$ cat src/cpu_config.svh
`ifndef CPU_CONFIG_SVH
`define CPU_CONFIG_SVH

// Width of data bus, registers and ROM addresses
`define CPU_DATA_WIDTH 8

// Number of interrupt lines
// Line 0 wins when both are raised
`define CPU_IRQ_COUNT 2

// ROM locations that hold the thread start address for each line
`define CPU_IRQ0_VECTOR 8'hFF
`define CPU_IRQ1_VECTOR 8'hFE

// Bus address shown whenever no access is in progress
`define CPU_BUS_IDLE_ADDR 8'hFF

// Program counter steps
// Short step for one byte instructions, long step skips the address byte
`define CPU_PC_STEP_SHORT 8'd1
`define CPU_PC_STEP_LONG 8'd2

`endif

$ cat src/cpuBusPkg.sv
`include "cpu_config.svh"

package cpuBusPkg;

    // One byte on the data bus or held in a register
    typedef logic [`CPU_DATA_WIDTH-1:0] cpuData;

    // Data bus or program ROM address
    typedef logic [`CPU_DATA_WIDTH-1:0] cpuAddr;

    // Interrupt raise or acknowledge, one bit per line
    typedef logic [`CPU_IRQ_COUNT-1:0] cpuIrq;

endpackage

$ cat src/cpuIsaPkg.sv
package cpuIsaPkg;

    // Instruction codes from the low nibble of the instruction byte
    // Codes 9 to F are not decoded
    typedef enum logic [3:0] {
        opReadA  = 4'h0,
        opReadB  = 4'h1,
        opWriteA = 4'h2,
        opWriteB = 4'h3,
        opMathA  = 4'h4,
        opMathB  = 4'h5,
        opBranch = 4'h6,
        opGoto   = 4'h7,
        opIdle   = 4'h8
    } cpuOpcode;

    // ALU operation from the high nibble
    // Unlisted codes pass A through
    typedef enum logic [3:0] {
        aluAdd  = 4'h0,
        aluSub  = 4'h1,
        aluAnd  = 4'h2,
        aluOr   = 4'h3,
        aluXor  = 4'h4,
        aluShl  = 4'h5,
        aluShr  = 4'h6,
        aluIncA = 4'h7,
        aluEq   = 4'h8,
        aluGt   = 4'h9,
        aluLt   = 4'hA
    } cpuAluOp;

    // Instruction sequencing states
    typedef enum logic [4:0] {
        stIdle, stThread0, stThread1, stThread2,
        stChoose,
        stReadSel, stRead0, stRead1, stRead2,
        stWriteSel, stWrite0,
        stMathSave, stMathSettle,
        stBranch, stBranch0, stBranch1,
        stGoto, stGoto0, stGoto1
    } cpuState;

    // Program counter update requested by the sequencer
    typedef enum logic [2:0] {
        pcHold, pcLoadRom, pcStep1, pcStep2, pcVector0, pcVector1
    } pcAction;

endpackage

$ cat src/cpuAlu.sv
`timescale 1ns/100ps

module cpuAlu (
    input  cpuBusPkg::cpuData  a,
    input  cpuBusPkg::cpuData  b,
    input  cpuIsaPkg::cpuAluOp op,
    output cpuBusPkg::cpuData  result
);
    import cpuBusPkg::*;
    import cpuIsaPkg::*;

    // Purely combinational, result valid in the same cycle as op
    always_comb begin
        case (op)
            // Arithmetic, wraps at 8 bits
            aluAdd:  result = a + b;
            aluSub:  result = a - b;
            // Bitwise logic
            aluAnd:  result = a & b;
            aluOr:   result = a | b;
            aluXor:  result = a ^ b;
            // Single bit shifts of A, zero filled
            aluShl:  result = a << 1;
            aluShr:  result = a >> 1;
            aluIncA: result = a + 1'b1;
            // Comparisons give 1 or 0
            // Used by the branch through a nonzero test
            aluEq:   result = cpuData'(a == b);
            aluGt:   result = cpuData'(a > b);
            aluLt:   result = cpuData'(a < b);
            // Anything else leaves A unchanged
            default: result = a;
        endcase
    end

endmodule

$ cat src/cpuControl.sv
`timescale 1ns/100ps

module cpuControl (
    input  logic               CLK,
    input  logic               RESET,
    input  cpuBusPkg::cpuData  romData,
    input  cpuBusPkg::cpuIrq   irqRaise,
    input  logic               branchTaken,
    output cpuIsaPkg::pcAction pcCtrl,
    output logic               offset,
    output logic               regLoadA,
    output logic               regLoadB,
    output logic               loadFromBus,
    output logic               busAddrFromRom,
    output logic               writeStrobe,
    output logic               writeSelB,
    output cpuBusPkg::cpuIrq   irqAck
);
    import cpuBusPkg::*;
    import cpuIsaPkg::*;

    cpuState  state;
    cpuState  nextState;
    // Register B selected by the current instruction
    logic     regSelB;
    logic     nextRegSelB;
    cpuIrq    nextIrqAck;
    cpuOpcode opcode;

    // Only meaningful in stChoose, where romData holds the instruction
    assign opcode = cpuOpcode'(romData[3:0]);

    // Write source follows the saved register choice
    assign writeSelB = regSelB;

    always_ff @(posedge CLK) begin
        if (RESET) begin
            state   <= stChoose;
            regSelB <= 1'b0;
            irqAck  <= '0;
        end else begin
            state   <= nextState;
            regSelB <= nextRegSelB;
            irqAck  <= nextIrqAck;
        end
    end

    always_comb begin
        // Defaults hold everything and request no action
        nextState      = state;
        nextRegSelB    = regSelB;
        nextIrqAck     = '0;
        pcCtrl         = pcHold;
        offset         = 1'b0;
        regLoadA       = 1'b0;
        regLoadB       = 1'b0;
        loadFromBus    = 1'b0;
        busAddrFromRom = 1'b0;
        writeStrobe    = 1'b0;

        case (state)
            ////////////////////////////////////////////////////////////
            // Thread start
            // Sleep here, line 0 has priority
            stIdle: begin
                pcCtrl = pcVector0;
                if (irqRaise[0]) begin
                    nextState     = stThread0;
                    nextIrqAck[0] = 1'b1;
                end else if (irqRaise[1]) begin
                    nextState     = stThread0;
                    pcCtrl        = pcVector1;
                    nextIrqAck[1] = 1'b1;
                end
            end
            // Vector byte on its way from ROM
            stThread0: nextState = stThread1;
            stThread1: begin
                pcCtrl    = pcLoadRom;
                nextState = stThread2;
            end
            // New PC settles
            stThread2: nextState = stChoose;

            ////////////////////////////////////////////////////////////
            // Decode, fetch of the address byte starts here
            stChoose: begin
                offset = 1'b1;
                // Bit 0 picks A or B for reads, writes and maths
                nextRegSelB = romData[0];
                case (opcode)
                    opReadA, opReadB:   nextState = stReadSel;
                    opWriteA, opWriteB: nextState = stWriteSel;
                    opMathA, opMathB:   nextState = stMathSave;
                    opBranch:           nextState = stBranch;
                    opGoto:             nextState = stGoto;
                    opIdle:             nextState = stIdle;
                    default:            nextState = state;
                endcase
            end

            ////////////////////////////////////////////////////////////
            // Read, address byte arrives in stRead0
            stReadSel: begin
                offset    = 1'b1;
                nextState = stRead0;
            end
            stRead0: begin
                busAddrFromRom = 1'b1;
                nextState      = stRead1;
            end
            // Step now so the next instruction is on romData in time
            stRead1: begin
                pcCtrl    = pcStep2;
                nextState = stRead2;
            end
            // Memory data now on dataIn
            stRead2: begin
                loadFromBus = 1'b1;
                regLoadA    = !regSelB;
                regLoadB    = regSelB;
                nextState   = stChoose;
            end

            // Write, strobe goes out with the address byte
            stWriteSel: begin
                pcCtrl    = pcStep2;
                nextState = stWrite0;
            end
            stWrite0: begin
                busAddrFromRom = 1'b1;
                writeStrobe    = 1'b1;
                nextState      = stChoose;
            end

            // Maths, ALU result is ready on the first cycle
            stMathSave: begin
                regLoadA  = !regSelB;
                regLoadB  = regSelB;
                pcCtrl    = pcStep1;
                nextState = stMathSettle;
            end
            stMathSettle: nextState = stChoose;

            ////////////////////////////////////////////////////////////
            // Branch on nonzero compare result
            stBranch: begin
                if (branchTaken) begin
                    nextState = stBranch0;
                end else begin
                    pcCtrl    = pcStep2;
                    nextState = stBranch1;
                end
            end
            // Target byte valid here
            stBranch0: begin
                pcCtrl    = pcLoadRom;
                nextState = stBranch1;
            end
            stBranch1: nextState = stChoose;

            // Unconditional jump
            stGoto: nextState = stGoto0;
            stGoto0: begin
                pcCtrl    = pcLoadRom;
                nextState = stGoto1;
            end
            stGoto1: nextState = stChoose;

            // Unused encodings fall back to decode
            default: nextState = stChoose;
        endcase
    end

endmodule

$ cat src/cpuDatapath.sv
`timescale 1ns/100ps
`include "cpu_config.svh"

module cpuDatapath (
    input  logic              CLK,
    input  logic              RESET,
    input  cpuBusPkg::cpuData romData,
    input  cpuBusPkg::cpuData dataIn,
    input  logic              regLoadA,
    input  logic              regLoadB,
    input  logic              loadFromBus,
    input  logic              busAddrFromRom,
    input  logic              writeStrobe,
    input  logic              writeSelB,
    output cpuBusPkg::cpuData busAddr,
    output cpuBusPkg::cpuData dataOut,
    output logic              busWe,
    output logic              branchTaken
);
    import cpuBusPkg::*;
    import cpuIsaPkg::*;

    // Working registers
    cpuData  regA;
    cpuData  regB;
    cpuData  aluResult;
    cpuData  loadValue;
    cpuAluOp aluOp;

    ////////////////////////////////////////////////////////////
    // ALU
    // Op code is the high nibble of the byte still on romData
    assign aluOp = cpuAluOp'(romData[7:4]);

    cpuAlu alu0 (
        .a      (regA),
        .b      (regB),
        .op     (aluOp),
        .result (aluResult)
    );

    // Compare result drives the branch decision
    assign branchTaken = (aluResult != '0);

    // Register source, bus read data or ALU result
    assign loadValue = loadFromBus ? dataIn : aluResult;

    ////////////////////////////////////////////////////////////
    // Registers and bus outputs
    always_ff @(posedge CLK) begin
        if (RESET) begin
            regA    <= '0;
            regB    <= '0;
            busAddr <= `CPU_BUS_IDLE_ADDR;
            busWe   <= 1'b0;
        end else begin
            if (regLoadA) begin
                regA <= loadValue;
            end
            if (regLoadB) begin
                regB <= loadValue;
            end
            // Address byte from ROM for one cycle, idle address otherwise
            busAddr <= busAddrFromRom ? romData : `CPU_BUS_IDLE_ADDR;
            // Strobe lines up with address and data
            busWe   <= writeStrobe;
        end
    end

    // Write data only needs to be valid alongside busWe
    always_ff @(posedge CLK) begin
        if (writeStrobe) begin
            dataOut <= writeSelB ? regB : regA;
        end
    end

endmodule

$ cat src/cpuTop.sv
`timescale 1ns/100ps

module cpuTop (
    input  logic              CLK,
    input  logic              RESET,
    input  cpuBusPkg::cpuData dataIn,
    input  cpuBusPkg::cpuData romData,
    input  cpuBusPkg::cpuIrq  irqRaise,
    output cpuBusPkg::cpuAddr busAddr,
    output cpuBusPkg::cpuAddr romAddress,
    output cpuBusPkg::cpuData dataOut,
    output logic              busWe,
    output cpuBusPkg::cpuIrq  irqAck
);
    import cpuIsaPkg::*;

    // Sequencer to program counter
    pcAction pcCtrl;
    logic    offset;

    // Sequencer to datapath
    logic    regLoadA;
    logic    regLoadB;
    logic    loadFromBus;
    logic    busAddrFromRom;
    logic    writeStrobe;
    logic    writeSelB;
    logic    branchTaken;

    cpuControl control0 (
        .CLK            (CLK),
        .RESET          (RESET),
        .romData        (romData),
        .irqRaise       (irqRaise),
        .branchTaken    (branchTaken),
        .pcCtrl         (pcCtrl),
        .offset         (offset),
        .regLoadA       (regLoadA),
        .regLoadB       (regLoadB),
        .loadFromBus    (loadFromBus),
        .busAddrFromRom (busAddrFromRom),
        .writeStrobe    (writeStrobe),
        .writeSelB      (writeSelB),
        .irqAck         (irqAck)
    );

    programCounter pc0 (
        .CLK        (CLK),
        .RESET      (RESET),
        .pcCtrl     (pcCtrl),
        .offset     (offset),
        .romData    (romData),
        .romAddress (romAddress)
    );

    cpuDatapath datapath0 (
        .CLK            (CLK),
        .RESET          (RESET),
        .romData        (romData),
        .dataIn         (dataIn),
        .regLoadA       (regLoadA),
        .regLoadB       (regLoadB),
        .loadFromBus    (loadFromBus),
        .busAddrFromRom (busAddrFromRom),
        .writeStrobe    (writeStrobe),
        .writeSelB      (writeSelB),
        .busAddr        (busAddr),
        .dataOut        (dataOut),
        .busWe          (busWe),
        .branchTaken    (branchTaken)
    );

endmodule

$ cat src/programCounter.sv
`timescale 1ns/100ps
`include "cpu_config.svh"

module programCounter (
    input  logic               CLK,
    input  logic               RESET,
    input  cpuIsaPkg::pcAction pcCtrl,
    input  logic               offset,
    input  cpuBusPkg::cpuData  romData,
    output cpuBusPkg::cpuAddr  romAddress
);
    import cpuBusPkg::*;
    import cpuIsaPkg::*;

    // Points at the current instruction byte
    cpuAddr pc;
    // Set while the second byte of an instruction is fetched
    logic   offsetReg;

    // ROM address is the counter plus the fetch offset
    assign romAddress = pc + cpuAddr'(offsetReg);

    always_ff @(posedge CLK) begin
        if (RESET) begin
            pc        <= '0;
            offsetReg <= 1'b0;
        end else begin
            offsetReg <= offset;
            case (pcCtrl)
                // Jump target or thread start from ROM
                pcLoadRom: pc <= romData;
                // Past a one byte instruction
                pcStep1:   pc <= pc + `CPU_PC_STEP_SHORT;
                // Past a two byte instruction
                pcStep2:   pc <= pc + `CPU_PC_STEP_LONG;
                // Interrupt vector locations
                pcVector0: pc <= `CPU_IRQ0_VECTOR;
                pcVector1: pc <= `CPU_IRQ1_VECTOR;
                default:   pc <= pc;
            endcase
        end
    end

endmodule
$ cat config.mk
export PLATFORM = sky130hd
export DESIGN_NAME = cpuTop
export DESIGN_NICKNAME = d
export VERILOG_FILES = /design/src/cpuBusPkg.sv /design/src/cpuIsaPkg.sv /design/src/cpuAlu.sv /design/src/cpuControl.sv /design/src/cpuDatapath.sv /design/src/cpuTop.sv /design/src/programCounter.sv
export VERILOG_INCLUDE_DIRS = /design/src
export SDC_FILE = /design/constraint.sdc
export NUM_CORES = 1
export LEC_CHECK = 0
export ABC_AREA = 1
export BUFFER_PORTS_ARGS = -buffer_cell sky130_fd_sc_hd__buf_2
export CAP_MARGIN = 40
export CORE_ASPECT_RATIO = 2
export CORE_MARGIN = 1.5
export CORE_UTILIZATION = 61
export CTS_CLUSTER_SIZE = 8
export DETAILED_ROUTE_END_ITERATION = 10
export PLACE_DENSITY = 0.82
export SLEW_MARGIN = 20
export SYNTH_ARGS = -nofsm -noshare
export SYNTH_HDL_FRONTEND = slang
export SYNTH_SLANG_ARGS = --single-unit
$ cat constraint.sdc
create_clock -name CLK -period 4.47 [get_ports CLK]
set_clock_uncertainty 0.15 [all_clocks]
set_input_delay 0.447 -clock CLK [delete_from_list [all_inputs] [get_ports CLK]]
set_output_delay 0.447 -clock CLK [all_outputs]
set_load 0.005 [all_outputs]
==> impl_metrics.yaml <==
outcome:
  outcome: "completed"
global_routing:
  antenna_found_initial: 0
  grt_pass1_wl_um: 22900
  grt_max_degree: 25
  track_usage_pct: 39.1
  grt_pass1_vias: 4804
  overflow: 0
detailed_routing:
  drt_first_pass_iters: 6
  drt-initial-drc-count: 369
  ant_nets: 0
  drc: 0
  vias_per_cell: 5.65
  via_count: 4710
  routedWlPerCell_um: 17.1
  drt-total-wl_um: 14200
floorplanning:
  die_h_um: 122
  dieArea_um2: 7640
  ioPinCount: 47
  initial_core_util_pct: 62.8
  core_area_um2: 6890
  dieWidth_um: 62.5
  row_count: 43
timing:
  tightestPinTransition_ps: 692
  tns_ps: 0
  setup_violations: 0
  hold_viol_final: 0
  fin_crit_ps: 3520
  fmax_ghz: 0.284
  fin_ws_ps: 954
  drv_slew: 0
  slew-limit-headroom_pct: 53.7
  fin_crit_sh_pct: 78.6
  rsz0062_at_grt: "false"
setup_path:
  critPathLaunch: "romData[6]"
  cpMostUsedCell: "nand2_1"
  endpoint_kind: "flop"
  cp_cell_sequence: "buf_2 -> inv_2 -> nor2_4 -> nand2_4 -> nand2_1 -> ha_1 -> inv_1 -> fa_1 -> xor2_1 -> a21oi_1 -> nor2_1 -> nand4_1 -> nor2_1 -> nand3_1 -> nor2_2 -> nand2_4 -> nand4_4 -> nand2_1 -> inv_1 -> nand2_1 -> a21oi_2"
  cp.arrival_ps: 3520
  worstSetupPathType: "in -> reg"
  reg2reg_slack_ps: 1120
  critical_path_buf_inv_count: 4
  crit_path_top_delay_cell: "fa_1"
  cp_data_required_time_ps: 4480
  cp_max_fo: 15
  r2r-start: "datapath0.regB[0]$_SDFFE_PP0P_"
  cp-start-kind: "primary input"
  cpPeakStageDelay_ps: 420
  crit_family: "simple AND/OR/NAND/NOR gates"
yosys:
  syn_nets: 757
  synth_top_area_share_pct: 19.4
  synth_xor_area_share_pct: 2.23
  synth_seq_cells: 50
  ys_types: 38
  synth_simple_gate_area_share_pct: 39.3
  synthMuxAreaShare_pct: 0
  yosysMostFrequentCell: "nand2_1"
  synth_warnings: 0
  ys.flop_type: "dfxtp_1"
  synth_edf_count: 8
  synth_compound_area_share_pct: 11.5
  synth_top_family_by_area: "simple AND/OR/NAND/NOR gates"
  synth_area_leaders: "dfxtp_1 19%, nand2_1 17%, ha_1 10%"
  ys_top_cells_by_count: "191 x nand2_1, 107 x inv_1, 81 x nor2_1, 68 x nand3_1, 42 x dfxtp_1"
  synth_sequential_area_ratio_pct: 25.0
  async_flop_share_pct: 0
  synth_cells: 700
  synth_fa_ha_area_share_pct: 11.1
  syn_area_per_cell_um2: 6.18
  syn_area_um2: 4330
  synth_top_cell_by_area: "dfxtp_1"
cells_and_area:
  drive_gt1_share_pct: 11.0
  antenna_cells: 0
  syn_to_final_growth_pct: 10.2
  finish.utilization_pct: 69.2
  final_nets: 799
  fillers: 667
  design_area_um2: 4770
job:
  drv_cap: 0
place:
  placed_area_um2: 4610
  pre_cts_slack_ps: 874
  place_hpwl_um: 11400
  io_buffers: 46
  place_congestion: 1.11
power:
  power.leakage_uw: 0.00249
  vdd_ir_drop_max_uv: 312
  p_per_area_nw_per_um2: 356
clock_tree:
  clkSlewWorstSetupHoldPaths_ps: 70
  cts_made_buffers: 5
  cts.sinks: 50
  insertion_delay_ps: 300
  cts_setup_buffers: 0
  clock_path_buffers: 2
  ctsHoldBuffers: 0
  clock-root-buffer: "clkbuf_16"
  htreeDepth: 2
  cts_resized: 0
  cts_tree: "yes"
hold_path:
  hold_class: "in -> reg"
  worstHoldStart: "irqRaise[0]"
-- per-stage QoR --
step                      instances  total power (uW)  hold WS [ps]
after CTS                       832              1680           274
after floorplan                 700              1120           348
after global placement          824              1280           379
final                           833              1700           275
after global routing            833              1810           287
after detailed placement        824              1310           399
-- per-layer routing --
metal | GRT usage [%] | wire length [um] | part of all wire [%] | vias up
met5 | 0 | 0 | 0 | -
met4 | 39.0 | 1540 | 11 | 0
met1 | 34.1 | 4460 | 31 | 2125
met3 | 7.02 | 730 | 5.1 | 78
met2 | 72.2 | 7510 | 53 | 188
li1 | - | - | - | 2319
-- path summary, 6_finish.rpt --
path,to,cells after the start
worst max-delay path,pc0.pc[0]$_SDFFE_PP0P_,21
worst min-delay path,control0.irqAck[0]$_SDFF_PP0_,3
worst max register to register,pc0.pc[0]$_SDFFE_PP0P_,18
worst min register to register,pc0.pc[4]$_SDFFE_PP0P_,2
-- power by group --
group	internal [uW]	switching [uW]
logic	241	466
registers	519	95.9
clock network	208	169
-- registers in the layout (all words and copies together), names as in the netlist --
name,cells
control0.writeSelB,1
datapath0.regA,8
datapath0.dataOut,8
pc0.pc,8
datapath0.regB,8
datapath0.busWe,1
datapath0.busAddr,8
pc0.offsetReg,1
control0.state,5
control0.irqAck,2
-- placed cells by master (no fill, tap or decap), types with 4 or more instances in the layout --
cell type / Yosys / final
inv_1: 107 / 107
buf_2: 1 / 46
nand4_1: 14 / 14
xor2_1: 11 / 11
nor3_1: 11 / 11
nand2_1: 191 / 191
clkbuf_16: 0 / 5
o21ai_0: 36 / 36
nand2_2: 4 / 4
o21ai_1: 8 / 8
inv_2: 4 / 4
nor2_2: 8 / 8
dfxtp_1: 42 / 42
a21oi_1: 31 / 31
ha_1: 35 / 35
nand3_1: 68 / 68
nor2_1: 81 / 81
edfxtp_1: 8 / 8
-- area by class of cell --
cell class              instances  area, um^2  area share (%)
flip-flops and latches         50        1080            22.7
well taps                      90         113            2.36
inverters                     112         420            8.82
clock buffers                   6         129            2.70
clock inverters                 2        15.0           0.315
multi-input cells             526        2770            58.1
repair buffers                 47         238            4.99
-- logic make-up (layout without fill, tap and decap cells) --
| group | after synthesis | after routing |
|---|---|---|
| AO/OA/AOI/OAI | 89 | 89 |
| XOR/XNOR | 11 | 11 |
| adder cells (fa/ha/maj) | 37 | 37 |
| buffers and inverters | 124 | 167 |
| flip-flops | 50 | 50 |
| AND/OR/NAND/NOR | 389 | 389 |
-- worst reg2reg max path, cell delays in order, from the launching register on --
cell,delay (ps)
dfxtp_1,390
inv_1,100
nand2_1,80
ha_1,250
inv_1,80
fa_1,420
xor2_1,210
a21oi_1,390
nor2_1,130
nand4_1,100
nor2_1,50
nand3_1,120
nor2_2,60
nand2_4,120
nand4_4,210
nand2_1,180
inv_1,60
nand2_1,70
a21oi_2,50
Power figures use the tool's default switching activity.
